[src/logic/dot_pkg.sv]
// Shared sizes and types for the four-lane int8 dot-product engine
// Beat, kernel-write and result structs plus the kernel word union

package dot_pkg;

    // ------------------------------------------------------------------------
    // Sizes
    // ------------------------------------------------------------------------
    localparam int ELEM_W       = 8;                   // One int8 element
    localparam int ELEMS        = 16;                  // Elements per beat
    localparam int HALF_ELEMS   = ELEMS / 2;           // Elements per kernel write
    localparam int NUM_LANES    = 4;                   // Lanes in the chain
    localparam int KERNEL_DEPTH = 64;                  // Up to 1024 elements per kernel
    localparam int RD_ADDR_W    = $clog2(KERNEL_DEPTH);
    localparam int WR_ADDR_W    = RD_ADDR_W + 1;       // LSB picks the half
    localparam int LANE_ID_W    = $clog2(NUM_LANES);
    localparam int ACC_W        = 32;
    localparam int RES_W        = 16;                  // Result slice width
    localparam int RES_SHIFT    = 8;                   // Divide by 256

    // ------------------------------------------------------------------------
    // Basic types
    // ------------------------------------------------------------------------
    typedef logic signed [ELEM_W-1:0] elem_t;
    typedef elem_t [HALF_ELEMS-1:0]   half_t;         // 64-bit write half
    typedef elem_t [ELEMS-1:0]        vec_t;          // 128-bit activation beat
    typedef logic [RD_ADDR_W-1:0]     rd_addr_t;
    typedef logic [WR_ADDR_W-1:0]     wr_addr_t;
    typedef logic [LANE_ID_W-1:0]     lane_id_t;
    typedef logic signed [ACC_W-1:0]  acc_t;
    typedef logic [RES_W-1:0]         res_t;

    // Beat moving down the lane chain
    typedef struct packed {
        vec_t     a;        // Activations
        rd_addr_t rd_addr;  // Kernel word for this beat
        logic     first;    // Load accumulator
        logic     last;     // Final beat of product
        logic     active;   // Inside first..last window
    } beat_t;

    // Kernel half-word write, broadcast to all lanes
    typedef struct packed {
        logic     en;
        lane_id_t lane;     // Target lane
        wr_addr_t addr;     // Half-word address
        half_t    data;
    } wr_cmd_t;

    // One kernel word, written by halves and multiplied by elements
    typedef union packed {
        half_t [1:0] halves;  // Write view, half 0 is elements 0..7
        vec_t        elems;   // Multiply view
    } kernel_word_u;

    // Packed lane results, lane 0 in the low slot
    typedef struct packed {
        res_t [NUM_LANES-1:0] lane;
    } result_word_t;

endpackage

[src/logic/dot_result_collect.sv]
// Result collector for the lane chain
// Skews each lane's result to line up with the last lane, then emits one word

`timescale 1ns/1ps

module dot_result_collect (
    input  logic                                         i_clk,
    input  logic                                         i_rst,
    input  dot_pkg::res_t [dot_pkg::NUM_LANES-1:0]       i_result,
    input  logic [dot_pkg::NUM_LANES-1:0]                i_done,
    output dot_pkg::result_word_t                        o_sum,
    output logic                                         o_valid
);

    dot_pkg::res_t [dot_pkg::NUM_LANES-1:0] aligned;  // Holding word, one product

    // ------------------------------------------------------------------------
    // Per-lane holding slots
    // ------------------------------------------------------------------------
    // Lane k finishes k cycles after lane 0, so earlier lanes wait longer
    for (genvar k = 0; k < dot_pkg::NUM_LANES; k++) begin : g_slot
        if (k == dot_pkg::NUM_LANES - 1) begin : g_direct
            assign aligned[k] = i_result[k];  // Last lane closes the word
        end else begin : g_skew
            dot_pkg::res_t skew [dot_pkg::NUM_LANES-1-k];

            always_ff @(posedge i_clk) begin
                if (i_done[k]) begin
                    skew[0] <= i_result[k];  // Latch on this lane's done
                end
                for (int j = 1; j < dot_pkg::NUM_LANES - 1 - k; j++) begin
                    skew[j] <= skew[j-1];
                end
            end

            assign aligned[k] = skew[dot_pkg::NUM_LANES-2-k];
        end

        // Done walks down the chain one lane per cycle
        if (k > 0) begin : g_order
            a_done_order: assert property (@(posedge i_clk) disable iff (i_rst)
                i_done[k] == $past(i_done[k-1]));
        end
    end

    // ------------------------------------------------------------------------
    // Output word
    // ------------------------------------------------------------------------
    always_ff @(posedge i_clk) begin
        if (i_done[dot_pkg::NUM_LANES-1]) begin
            o_sum.lane <= aligned;
        end
        if (i_rst) begin
            o_valid <= 1'b0;
        end else begin
            o_valid <= i_done[dot_pkg::NUM_LANES-1];  // Single-cycle pulse
        end
    end

endmodule

[config.mk]
export PLATFORM = sky130hd
export DESIGN_NAME = dot_result_collect
export DESIGN_NICKNAME = d
export VERILOG_FILES = /design/src/logic/dot_pkg.sv /design/src/logic/dot_result_collect.sv
export SDC_FILE = /design/constraint.sdc
export NUM_CORES = 1
export LEC_CHECK = 0
export BUFFER_PORTS_ARGS = -buffer_cell sky130_fd_sc_hd__buf_4
export CORE_UTILIZATION = 40
export DETAILED_ROUTE_END_ITERATION = 12
export GPL_TIMING_DRIVEN = 0
export PLACE_DENSITY = 0.72
export SYNTH_ARGS = -nofsm -noshare
export SYNTH_HDL_FRONTEND = slang
export SYNTH_SLANG_ARGS = --single-unit
[constraint.sdc]
create_clock -name i_clk -period 0.8 [get_ports i_clk]
set_input_delay 0.08 -clock i_clk [delete_from_list [all_inputs] [get_ports i_clk]]
set_output_delay 0.08 -clock i_clk [all_outputs]
set_load 0.01 [all_outputs]
==> results of run 1 <==
## kinds of logic after synthesis
group,Yosys count,share of synthesized area
flops,161,0.9968
simple gates,1,0.003157
## placed cells by master, fill, tap and decap left out
cell type / count
clkbuf_16: 17
inv_6: 4
dfxtp_1: 49
buf_6: 61
edfxtp_1: 112
dlygate4sd3_1: 68
inv_4: 1
clkinv_2: 1
clkinv_8: 1
clkinv_4: 3
nor2b_4: 1
inv_8: 2
clkbuf_8: 3
buf_4: 73
## layout make-up
class / instances / area [µm²] / share of cell area
clock buffers: 20 / 466.7 / 0.06646
clock inverters: 12 / 111.4 / 0.01586
multi-input cells: 1 / 13.76 / 0.001960
flip-flops and latches: 161 / 4344 / 0.6187
well taps: 136 / 170.2 / 0.02423
repair buffers: 202 / 1916 / 0.2728
## layer usage
| metal | global-route usage | routed length, µm | vias up | share of wire |
|---|---|---|---|---|
| li1 | - | - | 1061 | - |
| met1 | 0.1644 | 3136 | 1026 | 0.41 |
| met2 | 0.2361 | 3947 | 97 | 0.51 |
| met3 | 0.04537 | 477 | 13 | 0.062 |
| met4 | 0.08532 | 182 | 0 | 0.024 |
| met5 | 0 | 0 | - | 0 |
## sequential cells by signal, indices dropped and copies added, names as in the netlist
signal and flops:
o_sum 64, g_slot.g_skew.skew 96, o_valid 1
## path summary, 6_finish.rpt
kind	cells after the start	endpoint	slack (ns)	from
hold reg to reg	0	g_slot[0].g_skew.skew[2][15]	0.32	g_slot[0].g_skew.skew[1][15]
setup / recovery	1	o_sum[4]	-0.35	o_sum[4]
setup reg to reg	0	o_sum[39]	0.16	g_slot[2].g_skew.skew[0][7]
hold / removal	1	o_sum[63]	0.20	i_done[3]
## power groups by stage
stage | Combinational (mW) | Sequential, mW | Clock, mW
after floorplan | 0.00442 | 10.0 | 0
after global placement | 0.831 | 9.90 | 0
after detailed placement | 0.849 | 9.94 | 0
after CTS | 1.20 | 9.79 | 7.76
after global routing | 1.32 | 9.86 | 8.14
final | 1.25 | 9.80 | 7.56
## repair_timing
item                       CTS  global route
gates resized for setup     39            22
hold endpoints to repair   113             0
hold buffers                68             0
setup endpoints to repair   65            65
==> results.sh, run 1 <==
export IMPL_grt_pass1_vias=2346
export IMPL_pwr_share_comb=0.067
export IMPL_sw_frac_of_total=0.2095
export IMPL_insertion_delay_ns=0.50
export IMPL_startpoint_type="flip-flop"
export IMPL_timing_final_ws_setup_ns=-0.3498
export IMPL_crit_arrival_ns=1.07
export IMPL_finish_instance_area_um2=7022
export IMPL_synth_top_flop_cell="edfxtp_1"
export IMPL_dr_pass1_iters=4
export IMPL_drt_iter0_markers=51
export IMPL_p_seq_frac=0.527
export IMPL_cap_violations=0
export IMPL_critPathCaptureType="output port"
export IMPL_timing_setup_tns_ns=-19.28
export IMPL_place_area_um2=5534
export IMPL_fp_coreArea_um2=10460
export IMPL_routed_wl_mm=7.743
export IMPL_hold_path_class="in -> reg"
export IMPL_die_area_um2=11320
export IMPL_synth_top_area_cell="edfxtp_1"
export IMPL_violations="negative setup slack"
export IMPL_cp_max_fo=1
export IMPL_rsz0062_at_grt="yes"
export IMPL_place_gp_congestion=0.6981
export IMPL_fin_crit_sh=1.437
export IMPL_fillers=674
export IMPL_start_util=0.4165
export IMPL_fin_crit_ns=1.150
export IMPL_drc=0
export IMPL_synth_distinct_cells=3
export IMPL_finClkSkew_ns=0.008007
export IMPL_slew_headroom=0.4570
export IMPL_vias=2197
export IMPL_clock_sinks=161
export IMPL_cts_buffers=17
export IMPL_ant_nets=0
export IMPL_overflow=0
export IMPL_seq_area_frac_synth=0.9968
export IMPL_synth_warnings=0
export IMPL_synth_top_area_frac=0.7717
export IMPL_path_cells="buf_6"
export IMPL_status="finished, violations left"
export IMPL_cts_tree="built"
export IMPL_power_mw=18.61
export IMPL_ys_ff_latch=161
export IMPL_clk_pin_slew_ns=0.07
export IMPL_die_h_um=106.4
export IMPL_syn_area_per_cell_um2=26.90
export IMPL_antenna_cells=0
export IMPL_postCtsSetupRepairBufs=0
export IMPL_p_leak_nw=2.810
export IMPL_die_w_um=106.4
export IMPL_grtUsageTotal=0.1436
export IMPL_pwr_share_clk=0.406
export IMPL_clockRootBuffer="clkbuf_8"
export IMPL_holdWs_ns=0.2047
export IMPL_syn_num_nets=232
export IMPL_ys_async_sr_fraction=0
export IMPL_critical_path_required_ns=0.72
export IMPL_synth_edf_count=112
export IMPL_final_net_count=453
export IMPL_finalHoldViolations=0
export IMPL_power_per_cell_area_nw_per_um2=2650
export IMPL_ir_drop_uv=1686
export IMPL_final_max_slew_viol_count=0
export IMPL_place_ws_ns=-0.3311
export IMPL_avgRoutedWirePerCell_um=14.55
export IMPL_io_buffer_count=134
export IMPL_critPathKind="reg -> out"
export IMPL_tightest_slew_ns=0.8145
export IMPL_cts_buffer_depth=2
export IMPL_synth_most_common_cell="edfxtp_1"
export IMPL_grt_pass1_wl_mm=11.67
export IMPL_fin_cells=532
export IMPL_slowest_stage="edfxtp_1"
export IMPL_crit_family="flip-flops"
export IMPL_synthCells=162
export IMPL_synthTopCellsByCount="edfxtp_1, dfxtp_1, nor2b_4"
export IMPL_grt_max_degree=66
export IMPL_antenna_found_initial=0
export IMPL_placed_cells=432
export IMPL_syn2layout_area_growth_pct=61.13
export IMPL_fin_util=0.6711
export IMPL_netlist_top_cells_area="edfxtp_1, dfxtp_1, nor2b_4"
export IMPL_routed_via_density=4.130
export IMPL_p_int_mw=14.71
export IMPL_crit_buf_inv=1
export IMPL_setup_violations=65
export IMPL_ios=135
export IMPL_fmax_mhz=869.7
export IMPL_drive_gt1_frac=0.4217
export IMPL_cpPeakStageDelay_ns=0.42
export IMPL_netlist_area_um2=4358
export IMPL_rows=37
export IMPL_p_switching_mw=3.898
export IMPL_cts_htree_levels=4
(Power assumes the default switching activity.)
==> run 2: changes to the inputs <==
PLACE_DENSITY = not set   (was 0.72)
PLACE_DENSITY_LB_ADDON = 0.25   (was not set)
SKIP_CTS_REPAIR_TIMING = 1   (was not set)
==> run 2 against run 1 <==
The run still ends with negative setup slack left. Power rose by 2.7%. Die area stayed put. Clock power up 6.9%. Critical endpoint is now o_sum[37]. Largest power group unchanged.
==> results.sh, run 2 (synthesis results as in run 1) <==
export IMPL_slew_headroom=0.4502
export IMPL_drt_iter0_markers=65
export IMPL_fp_coreArea_um2=10460
export IMPL_antenna_cells=0
export IMPL_ir_drop_uv=2047
export IMPL_fin_crit_sh=1.437
export IMPL_largest_register_ffs=96
export IMPL_critPathCapture="o_sum[37]"
export IMPL_final_max_slew_viol_count=0
export IMPL_die_w_um=106.4
export IMPL_regMostFlops="g_slot.g_skew.skew"
export IMPL_timing_final_ws_setup_ns=-0.3495
export IMPL_fmax_mhz=870.0
export IMPL_violations="negative setup slack"
export IMPL_setup_violations=65
export IMPL_mostFrequentLayoutCell="edfxtp_1"
export IMPL_startpoint_type="flip-flop"
export IMPL_tightest_slew_ns=0.8247
export IMPL_slowest_stage="edfxtp_1"
export IMPL_ant_nets=0
export IMPL_grtUsageTotal=0.1207
export IMPL_holdWs_ns=0.1941
export IMPL_clk_pin_slew_ns=0.06
export IMPL_crit_start="o_sum[37]"
export IMPL_avgRoutedWirePerCell_um=13.65
export IMPL_grt_pass1_vias=1943
export IMPL_fin_util=0.6756
export IMPL_cts_buffers=17
export IMPL_cts_buffer_depth=2
export IMPL_r2r_setup_slack_ns=0.16
export IMPL_mostFrequentLayoutCells="edfxtp_1, buf_4, dlygate4sd3_1"
export IMPL_syn2layout_area_growth_pct=62.19
export IMPL_crit_arrival_ns=1.07
export IMPL_r2r_cells=0
export IMPL_cp_max_fo=1
export IMPL_ios=135
export IMPL_die_h_um=106.4
export IMPL_overflow=0
export IMPL_status="finished, violations left"
export IMPL_finalHoldViolations=0
export IMPL_die_area_um2=11320
export IMPL_critPathKind="reg -> out"
export IMPL_dr_pass1_iters=4
export IMPL_place_gp_congestion=0.6432
export IMPL_clockRootBuffer="clkbuf_8"
export IMPL_r2r_start="g_slot[2].g_skew.skew[0][4]"
export IMPL_fin_crit_ns=1.149
export IMPL_routed_via_density=4.126
export IMPL_cpPeakStageDelay_ns=0.42
export IMPL_path_cells="buf_6"
export IMPL_hold_path_class="in -> reg"
export IMPL_holdPathStages=1
export IMPL_crit_family="flip-flops"
export IMPL_antenna_found_initial=0
export IMPL_io_buffer_count=134
export IMPL_vias=2195
export IMPL_routed_wl_mm=7.261
export IMPL_drive_gt1_frac=0.4242
export IMPL_rsz0062_at_grt="yes"
export IMPL_crit_buf_inv=1
export IMPL_start_util=0.4165
export IMPL_power_per_cell_area_nw_per_um2=2704
export IMPL_crit_cells=1
export IMPL_cap_violations=0
export IMPL_r2r_end="o_sum[36]"
export IMPL_cts_tree="built"
export IMPL_top_regs="g_slot.g_skew.skew: 96 flops, o_sum: 64 flops, o_valid: 1 flops"
export IMPL_finClkSkew_ns=0.004738
export IMPL_insertion_delay_ns=0.51
export IMPL_timing_setup_tns_ns=-19.99
export IMPL_drc=0
export IMPL_clock_sinks=161
export IMPL_min_from="i_done[3]"
export IMPL_critPathCaptureType="output port"
export IMPL_grt_pass1_wl_mm=9.522
export IMPL_final_net_count=453
export IMPL_grt_max_degree=66
export IMPL_fillers=675
export IMPL_cts_htree_levels=4
export IMPL_critical_path_required_ns=0.72
export IMPL_p_leak_nw=2.835
export IMPL_place_ws_ns=-0.3375
export IMPL_rows=37
-- run 2: cell types whose count changed in the layout (fill, tap and decap cells not counted) --
cell / change
buf_4: +1
buf_6: -1
bufinv_16: +1
clkbuf_16: +3
clkinv_2: +1
clkinv_8: -1
dfxtp_1: -1
dfxtp_2: +1
inv_4: +2
inv_6: -4
inv_8: -2
-- run 2: worst min-delay path by stage --
stage	slack (ns)	endpoint
CTS	-0.30	o_valid
detailed placement	0.25	o_valid
finish	0.19	o_sum[39]
global route	0.20	o_sum[34]
floorplan	0.14	o_valid
global placement	0.25	o_valid
-- run 2: area by class of cell --
cell class              instances  area (µm²)  share of cell area
flip-flops and latches        161        4345              0.6148
well taps                     136       170.2             0.02408
repair buffers                202        1912              0.2705
multi-input cells               1       13.76            0.001947
clock inverters                 9       85.08             0.01204
clock buffers                  23       541.8             0.07665
-- run 2: layer usage --
metal / track usage / vias to the layer above / routed length, µm
met1: 0.1299 / 1023 / 2985
met3: 0.08032 / 10 / 571
met2: 0.1827 / 104 / 3607
li1: - / 1058 / -
met4: 0.05655 / 0 / 97
met5: 0 / - / 0
-- run 2: through the flow --
step           total power [mW]  area (µm²)  std cells
2_1_floorplan             10.03        4358        162
5_1_grt                   19.79        7068        532
3_3_place_gp              10.74        5534        432
6_report                  19.11        7068        532
3_5_place_dp              10.78        5534        432
4_1_cts                   18.89        6161        464
-- run 2: power breakdown --
part	internal, mW	leakage [nW]	switching (mW)
registers	9.61	1.51	0.193
clock network	5.05	0.316	3.03
logic	0.812	1.01	0.420
