==> src/logic/dot_pkg.sv <==
// Shared sizes and types for the four-lane int8 dot-product engine
// Beat, kernel-write and result structs plus the kernel word union

package dot_pkg;

    // ------------------------------------------------------------------------
    // Sizes
    // ------------------------------------------------------------------------
    localparam int ELEM_W       = 8;                   // One int8 element
    localparam int ELEMS        = 16;                  // Elements per beat
    localparam int HALF_ELEMS   = ELEMS / 2;           // Elements per kernel write
    localparam int NUM_LANES    = 4;                   // Lanes in the chain
    localparam int KERNEL_DEPTH = 64;                  // Up to 1024 elements per kernel
    localparam int RD_ADDR_W    = $clog2(KERNEL_DEPTH);
    localparam int WR_ADDR_W    = RD_ADDR_W + 1;       // LSB picks the half
    localparam int LANE_ID_W    = $clog2(NUM_LANES);
    localparam int ACC_W        = 32;
    localparam int RES_W        = 16;                  // Result slice width
    localparam int RES_SHIFT    = 8;                   // Divide by 256

    // ------------------------------------------------------------------------
    // Basic types
    // ------------------------------------------------------------------------
    typedef logic signed [ELEM_W-1:0] elem_t;
    typedef elem_t [HALF_ELEMS-1:0]   half_t;         // 64-bit write half
    typedef elem_t [ELEMS-1:0]        vec_t;          // 128-bit activation beat
    typedef logic [RD_ADDR_W-1:0]     rd_addr_t;
    typedef logic [WR_ADDR_W-1:0]     wr_addr_t;
    typedef logic [LANE_ID_W-1:0]     lane_id_t;
    typedef logic signed [ACC_W-1:0]  acc_t;
    typedef logic [RES_W-1:0]         res_t;

    // Beat moving down the lane chain
    typedef struct packed {
        vec_t     a;        // Activations
        rd_addr_t rd_addr;  // Kernel word for this beat
        logic     first;    // Load accumulator
        logic     last;     // Final beat of product
        logic     active;   // Inside first..last window
    } beat_t;

    // Kernel half-word write, broadcast to all lanes
    typedef struct packed {
        logic     en;
        lane_id_t lane;     // Target lane
        wr_addr_t addr;     // Half-word address
        half_t    data;
    } wr_cmd_t;

    // One kernel word, written by halves and multiplied by elements
    typedef union packed {
        half_t [1:0] halves;  // Write view, half 0 is elements 0..7
        vec_t        elems;   // Multiply view
    } kernel_word_u;

    // Packed lane results, lane 0 in the low slot
    typedef struct packed {
        res_t [NUM_LANES-1:0] lane;
    } result_word_t;

endpackage

==> src/logic/dot_input_stage.sv <==
// Input stage of the dot-product engine
// Registers port inputs, tracks the product window and runs the read address

`timescale 1ns/1ps

module dot_input_stage (
    input  logic                i_clk,
    input  logic                i_rst,
    input  logic                i_wr_en,
    input  dot_pkg::lane_id_t   i_wr_lane,
    input  dot_pkg::wr_addr_t   i_wr_addr,
    input  dot_pkg::half_t      i_wr_data,
    input  dot_pkg::vec_t       i_a,
    input  logic                i_first,
    input  logic                i_last,
    output dot_pkg::wr_cmd_t    o_wr,
    output dot_pkg::beat_t      o_beat
);

    dot_pkg::vec_t a_q;         // Captured activations
    logic          first_q;
    logic          last_q;
    logic          in_prod;     // Product continues past first beat
    logic          active_now;  // Captured beat is inside the window
    logic          win_open;    // Next port beat still belongs to product

    // ------------------------------------------------------------------------
    // Port capture
    // ------------------------------------------------------------------------
    always_ff @(posedge i_clk) begin
        a_q       <= i_a;
        o_wr.lane <= i_wr_lane;
        o_wr.addr <= i_wr_addr;
        o_wr.data <= i_wr_data;
        if (i_rst) begin
            first_q <= 1'b0;
            last_q  <= 1'b0;
            o_wr.en <= 1'b0;
        end else begin
            first_q <= i_first;
            last_q  <= i_last;
            o_wr.en <= i_wr_en;  // Lane match happens in each lane
        end
    end

    assign active_now = first_q | in_prod;
    assign win_open   = active_now & ~last_q;

    // ------------------------------------------------------------------------
    // Beat register and read address counter
    // ------------------------------------------------------------------------
    always_ff @(posedge i_clk) begin
        o_beat.a <= a_q;
        if (first_q) begin
            o_beat.rd_addr <= '0;                                   // Kernel starts at word 0
        end else if (in_prod) begin
            o_beat.rd_addr <= o_beat.rd_addr + dot_pkg::rd_addr_t'(1);
        end
        if (i_rst) begin
            in_prod       <= 1'b0;
            o_beat.first  <= 1'b0;
            o_beat.last   <= 1'b0;
            o_beat.active <= 1'b0;
        end else begin
            in_prod       <= win_open;
            o_beat.first  <= first_q;
            o_beat.last   <= last_q & active_now;
            o_beat.active <= active_now;
        end
    end

    // Kernel writes only between products
    a_no_wr_in_prod: assert property (@(posedge i_clk) disable iff (i_rst)
        i_wr_en |-> !(i_first || win_open));

    // New product only after the previous last beat
    a_first_after_last: assert property (@(posedge i_clk) disable iff (i_rst)
        i_first |-> !win_open);

endmodule

==> config.mk <==
export PLATFORM = sky130hd
export DESIGN_NAME = dot_input_stage
export DESIGN_NICKNAME = d
export VERILOG_FILES = /design/src/logic/dot_pkg.sv /design/src/logic/dot_input_stage.sv
export SDC_FILE = /design/constraint.sdc
export NUM_CORES = 1
export LEC_CHECK = 0
export ABC_CLOCK_PERIOD_IN_PS = 3500
export BUFFER_PORTS_ARGS = -buffer_cell sky130_fd_sc_hd__buf_4
export CORE_AREA = 10 10 153 155
export CTS_BUF_LIST = sky130_fd_sc_hd__clkbuf_2 sky130_fd_sc_hd__clkbuf_4 sky130_fd_sc_hd__clkbuf_8
export DETAILED_ROUTE_END_ITERATION = 10
export DIE_AREA = 0 0 163 165
export PLACE_DENSITY = 0.74
export SLEW_MARGIN = 20
export SYNTH_ARGS = -nofsm -noshare
export SYNTH_HDL_FRONTEND = slang
export SYNTH_SLANG_ARGS = --single-unit
==> constraint.sdc <==
create_clock -name i_clk -period 3.5 [get_ports i_clk]
set_clock_uncertainty 0.15 [all_clocks]
set_input_delay 0.525 -clock i_clk [delete_from_list [all_inputs] [get_ports i_clk]]
set_output_delay 0.525 -clock i_clk [all_outputs]
set_load 0.01 [all_outputs]
==> impl_metrics.csv, run 1 <==
group,metric,value,unit
timing,fin_crit_sh,0.514,
critical_path,criticalPathCategory,"reg -> out",
pwr,p_leak,0.00640,uW
clock_network,post_cts_buffers,0,
global_route,antenna_found_initial,1,
global_route,grt_pass1_vias,6168,
pwr,vdd.ir_drop.worst,439,uV
critical_path,r2r-end,"o_beat[8]",
timing,holdWs,50.7,ps
floorplan,row_count,52,
logic_synthesis,synth_edf_count,0,
critical_path,r2r_slack,2140,ps
logic_synthesis,synth_warnings,0,
logic_synthesis,synth_area_per_cell,19.0,um^2
routing,drt_iter0_drc,194,
timing,finalHoldViolCount,0,
logic_synthesis,synth_top_area_frac,0.975,
critical_path,crit-reg2reg-launch,"in_prod",
logic_synthesis,yosysMostFrequentCell,"dfxtp_1",
worst_hold_path,min_path_cells,2,
routing,wirelength,25600,um
routing,wire_per_inst,19.1,um
logic_synthesis,synthCells,370,
placement,gp_congestion,0.799,
layout,nets,1246,
logic_synthesis,ys_ff_latch,342,
global_route,grt_overflow,0,
layout,drive_gt1_frac,0.470,
pwr,powerDensity,618,mW/mm^2
routing,ant_nets,0,
clock_network,post_cts_resized,0,
routing,first_pass_iters,4,
worst_hold_path,holdCritStartpoint,"i_wr_en",
timing,rsz0062_at_grt,"no",
logic_synthesis,ys_types,17,
floorplan,start_util,0.348,
floorplan,coreArea,0.0202,mm^2
clock_network,cts_buffers,51,
critical_path,slowest_stage,"dfxtp_1",
critical_path,cp-start-kind,"flip-flop",
clock_network,clk_pin_slew,60,ps
global_route,grt_use_total,0.180,
clock_network,clockRootBuffer,"clkbuf_8",
logic_synthesis,synthFlopType,"dfxtp_1",
timing,fin_crit,1800,ps
critical_path,path_max_fanout,4,
floorplan,die-area,0.0269,mm^2
layout,instances_no_fill,1344,
logic_synthesis,synth_area,0.00702,mm^2
timing,tns,0,ps
routing,drc_errors,0,
logic_synthesis,ys_seq_area_frac,0.975,
logic_synthesis,synthTopCellsByCount,"dfxtp_1, nor2_1, nor2b_1",
critical_path,cp_top_family,"flip-flops",
critical_path,crit_required,2820,ps
routing,num_vias,5240,
logic_synthesis,async_flop_share,0,
timing,drv_slew,0,
layout,final_util,0.677,
logic_synthesis,synth_area_leaders,"dfxtp_1, nor2_1, xor2_1",
critical_path,cp-end-kind,"output port",
clock_network,clock_sinks,342,
timing,worst_pin_slew,275,ps
timing,fmax,556,MHz
clock_network,cts_tree,"built",
critical_path,r2r_cells,3,
layout,area_delta_synth_final,94.4,%
floorplan,io_pins,417,
critical_path,arrival,1120,ps
placement,place_inst,1054,
floorplan,die_h,165,um
global_route,grt_pass1_wl,36700,um
logic_synthesis,yosysTopAreaCell,"dfxtp_1",
logic_synthesis,syn_nets,577,
clock_network,clk_latency,550,ps
timing,max_slew_margin,0.817,
worst_hold_path,hp-class,"in -> reg",
floorplan,die_x,163,um
critical_path,slowest_delay,420,ps
placement,port_buffers,416,
clock_network,clockBufferDepth,3,
critical_path,critPathBufInv,1,
job,drv_cap,0,
critical_path,crit_path_cell_trace,"buf_4",
worst_hold_path,holdPathEnd,"o_wr[73]",
outcome,outcome,"finished clean",
placement,dp_hpwl,16000,um
global_route,grt_max_degree,14,
timing,setup_viol,0,
clock_network,htree_levels,2,
routing,viasPerCell,3.90,
[stage by stage]
| step | power [uW] | setup slack (ps) | cell area (um^2) |
|---|---|---|---|
| after detailed placement | 4740 | 2150 | 10500 |
| after floorplan | 4320 | 2250 | 7020 |
| after global routing | 8750 | 1630 | 13600 |
| final | 8440 | 1700 | 13600 |
| after global placement | 4720 | 2200 | 10500 |
| after CTS | 8450 | 1650 | 13600 |
[routing by layer]
layer  share of wire  vias up  global-route usage
met3           0.097       50              0.0812
met1            0.32     2415               0.163
met5               0        -                   0
li1                -     2495                   -
met4           0.028        0              0.0705
met2            0.55      280               0.341
[worst max path at each step]
stage	startpoint	to	cells past startpoint
after detailed placement	in_prod	o_beat[8]	3
after global routing	o_beat[3]	o_beat[3]	1
after global placement	in_prod	o_beat[8]	3
final	o_beat[3]	o_beat[3]	1
after CTS	o_beat[3]	o_beat[3]	1
after floorplan	o_beat[3]	o_beat[8]	3
[power by group]
group	internal (uW)	leakage, uW	total (uW)	switching (uW)
Combinational	448	0.00292	687	239
Sequential	4110	0.00288	4180	70.8
Clock	2140	0.000603	3570	1430
Total	6700	0.00640	8440	1740
[cell type report]
type	count	area, um^2
Clock buffer	79	981
Sequential cell	342	6850
Multi-Input combinational cell	26	163
Tap cell	270	338
Timing Repair Buffer	618	5140
Antenna cell	1	2.50
Fill cell	1263	6520
Clock inverter	8	171
[sequential cells by signal, indices dropped and copies added (netlist names)]
| register | cells |
|---|---|
| in_prod | 1 |
| first_q | 1 |
| o_wr | 74 |
| o_beat | 137 |
| a_q | 128 |
| last_q | 1 |
[worst reg2reg max path, stage by stage (launching register included)]
cell and delay (ps):
dfxtp_1 470, nand4_2 160, or3_1 370, a21oi_1 130
[cell usage in the layout (no fill, tap or decap), drive strengths merged]
cell type and n:
xor2 3, and2 1, nor2b 4, clkinv 1
a21oi 1, xnor2 1, inv 1, nand2 2
or3 1, dfxtp 342, o21ai 1, clkinvlp 1
nand4 2, nor3 1, ha 1, nor2 7
clkbuf 79, bufinv 5, dlygate4sd3 202, buf 416
mux2i 1, diode 1
[cells by family after synthesis]
family                     after synthesis  share of synthesized area
AOI/OAI and AO/OA                        2                    0.00142
xor gates and xnor gates                 4                    0.00499
adders and majority gates                1                    0.00178
buffers and inverters                    2                    0.00160
DFF                                    342                      0.975
muxes                                    1                    0.00143
and+or+nand+nor                         18                     0.0135
[repair_timing]
action / 4_1_cts / 5_1_grt
setup endpoints to repair: 0 / 0
hold buffers: 202 / 0
hold endpoints to repair: 204 / 0
No activity file was read; power rests on OpenSTA's default activity.
==> inputs of run 2 (changes only) <==
Settings changed: ABC_AREA set to 1, ABC_CLOCK_PERIOD_IN_PS 3500 to 1450, CORE_AREA 10 10 153 155 to 10 10 154 156, DIE_AREA 0 0 163 165 to 0 0 164 166, PLACE_DENSITY 0.74 to 0.76.
Clock period 3.5 ns to 1.45 ns, I/O delays scaled along.
==> impl_metrics.csv, run 2 <==
group,metric,value,unit
placement,place_inst,1072,
layout,area_delta_synth_final,94.5,%
layout,fillerInstances,1320,
clock_network,clk_latency,550,ps
logic_synthesis,yosysTopAreaCell,"dfxtp_1",
logic_synthesis,synthFlopType,"dfxtp_1",
routing,routed-wl-met3,2130,um
placement,pre_cts_ws,253,ps
layout,multi_input_area,153,um^2
critical_path,r2r_cells,5,
clock_network,htree_levels,2,
timing,max_slew_margin,0.822,
timing,fin_crit_sh,0.969,
timing,finalHoldViolCount,0,
clock_network,clockRootBuffer,"clkbuf_8",
layout,nets,1262,
critical_path,criticalPathCategory,"reg -> out",
outcome,outcome,"finished clean",
logic_synthesis,yosysMostFrequentCell,"dfxtp_1",
logic_synthesis,ys_ff_latch,342,
timing,fin_crit,1410,ps
clock_network,clockBufferDepth,3,
logic_synthesis,ys_types,12,
routing,drc_errors,0,
global_route,grt_max_degree,14,
layout,top_register,"o_beat",
floorplan,start_util,0.340,
logic_synthesis,synth_area,0.00703,mm^2
clock_network,cts_buffers,50,
layout,regArea,0.00687,mm^2
pwr,p_leak,0.00641,uW
clock_network,clock_sinks,342,
layout,final_util,0.660,
logic_synthesis,syn_nets,588,
global_route,grt_pass1_wl,38100,um
routing,met1Wirelength,8850,um
critical_path,critPathBufInv,1,
critical_path,cp-start-kind,"flip-flop",
critical_path,crit_start,"o_beat[53]",
routing,wire_per_inst,19.2,um
floorplan,row_count,53,
floorplan,io_pins,417,
timing,fmax,711,MHz
routing,wirelength,26300,um
global_route,grt_overflow,0,
routing,routed-wl-met2,14800,um
critical_path,crit-reg2reg-launch,"o_beat[4]",
routing,highest_layer,"met4",
logic_synthesis,synth_area_per_cell,18.4,um^2
placement,dp_hpwl,16500,um
critical_path,path_max_fanout,1,
layout,top_regs,"o_beat (137), a_q (128), o_wr (74)",
critical_path,cp_num_cells,1,
global_route,grt_use_total,0.186,
critical_path,slowest_stage,"dfxtp_2",
clock_network,cts_tree,"built",
floorplan,die_x,164,um
layout,drive_gt1_frac,0.479,
logic_synthesis,ys_seq_area_frac,0.975,
job,drv_cap,0,
layout,instances_no_fill,1371,
critical_path,cp-end-kind,"output port",
routing,viasPerCell,3.91,
timing,setup_viol,0,
logic_synthesis,async_flop_share,0,
critical_path,crit_required,1080,ps
critical_path,r2r_slack,230,ps
pwr,p_total,19700,uW
critical_path,arrival,1040,ps
critical_path,cp_top_family,"flip-flops",
layout,largest_reg_flops,137,
clock_network,clk_pin_slew,70,ps
global_route,antenna_found_initial,6,
timing,worst_pin_slew,267,ps
placement,gp_congestion,0.796,
pwr,powerDensity,1450,mW/mm^2
layout,layout_commonest_cell,"buf_4",
logic_synthesis,synth_top_area_frac,0.975,
critical_path,crit_path_cell_trace,"buf_4",
logic_synthesis,synthCells,381,
routing,first_pass_iters,4,
logic_synthesis,synth_edf_count,0,
routing,drt_iter0_drc,147,
logic_synthesis,synth_warnings,0,
floorplan,die-area,0.0272,mm^2
timing,setup_ws,44.2,ps
logic_synthesis,synthTopCellsByCount,"dfxtp_1, nor2_1, inv_1",
layout,final_cell_mix,"buf_4, dfxtp_1, dlygate4sd3_1",
critical_path,r2r-end,"o_beat[7]",
floorplan,die_h,166,um
routing,ant_nets,0,
critical_path,slowest_delay,360,ps
floorplan,coreArea,0.0207,mm^2
placement,port_buffers,416,
global_route,grt_pass1_vias,6235,
logic_synthesis,synth_area_leaders,"dfxtp_1, nor2_1, inv_1",
worst_hold_path,hp-class,"in -> reg",
pwr,vdd.ir_drop.worst,1270,uV
routing,num_vias,5363,
timing,drv_slew,0,
critical_path,crit_path_end,"o_beat[53]",
## run 2: changes by cell type after synthesis, sizes merged, moves of 3 or more
cell and delta:
xor2 -3, nor2b -4, o21ai +3, nor2 +6
nand2 +3, inv +7, a21oi +3
## run 2: how the worst min path moves through the flow
stage / startpoint / endpoint / slack [ps] / cells after the start
global placement: a_q[48] / o_beat[57] / 160 / 0
detailed placement: a_q[92] / o_beat[101] / 160 / 0
global route: i_a[22] / a_q[22] / 120 / 2
CTS: i_a[71] / a_q[71] / 110 / 2
finish: i_a[26] / a_q[26] / 150 / 2
floorplan: i_a[0] / a_q[0] / 100 / 0
## run 2: cell families (layout without fill, tap and decap cells)
kind of cell               count (synthesis)  after routing  synth area share
other                                      0              4                 0
DFF                                      342            342             0.975
AOI/OAI and AO/OA                          8              8           0.00570
buffers and inverters                      7            718           0.00374
and+or+nand+nor                           23             23            0.0142
adders and majority gates                  1              1           0.00178
## run 2: stage by stage
step,TNS [ps],hold slack [ps],cell area (um^2)
6_report,0,152,13700
5_1_grt,-2.02,121,13700
4_1_cts,0,106,13600
3_5_place_dp,0,162,10500
3_3_place_gp,0,160,10500
2_1_floorplan,0,95.2,7030
## run 2: what timing repair did
| item | in CTS | in global routing |
|---|---|---|
| endpoints found under the hold margin | 208 | 0 |
| setup buffers | 0 | 1 |
| endpoints found under the setup margin | 5 | 12 |
| resized for setup | 6 | 11 |
| hold buffers | 205 | 0 |
| pin swaps | 0 | 0 |
## run 2: cell type report
type,instances,area share
clock buffers,75,0.0710
inverters,7,0.00192
multi-input cells,32,0.0112
flip-flops and latches,342,0.503
well taps,275,0.0252
repair buffers,622,0.380
diodes,4,0.000733
clock inverters,14,0.00778
## run 2: power by group
group | internal [uW] | switching, uW | total, uW
logic | 1090 | 581 | 1670
registers | 9910 | 173 | 10100
clock network | 4470 | 3520 | 7990
## run 2: layer usage
| layer | up-vias | track usage |
|---|---|---|
| li1 | 2546 | - |
| met1 | 2551 | 0.173 |
| met2 | 230 | 0.358 |
| met3 | 36 | 0.0706 |
| met4 | 0 | 0.0564 |
| met5 | - | 0 |
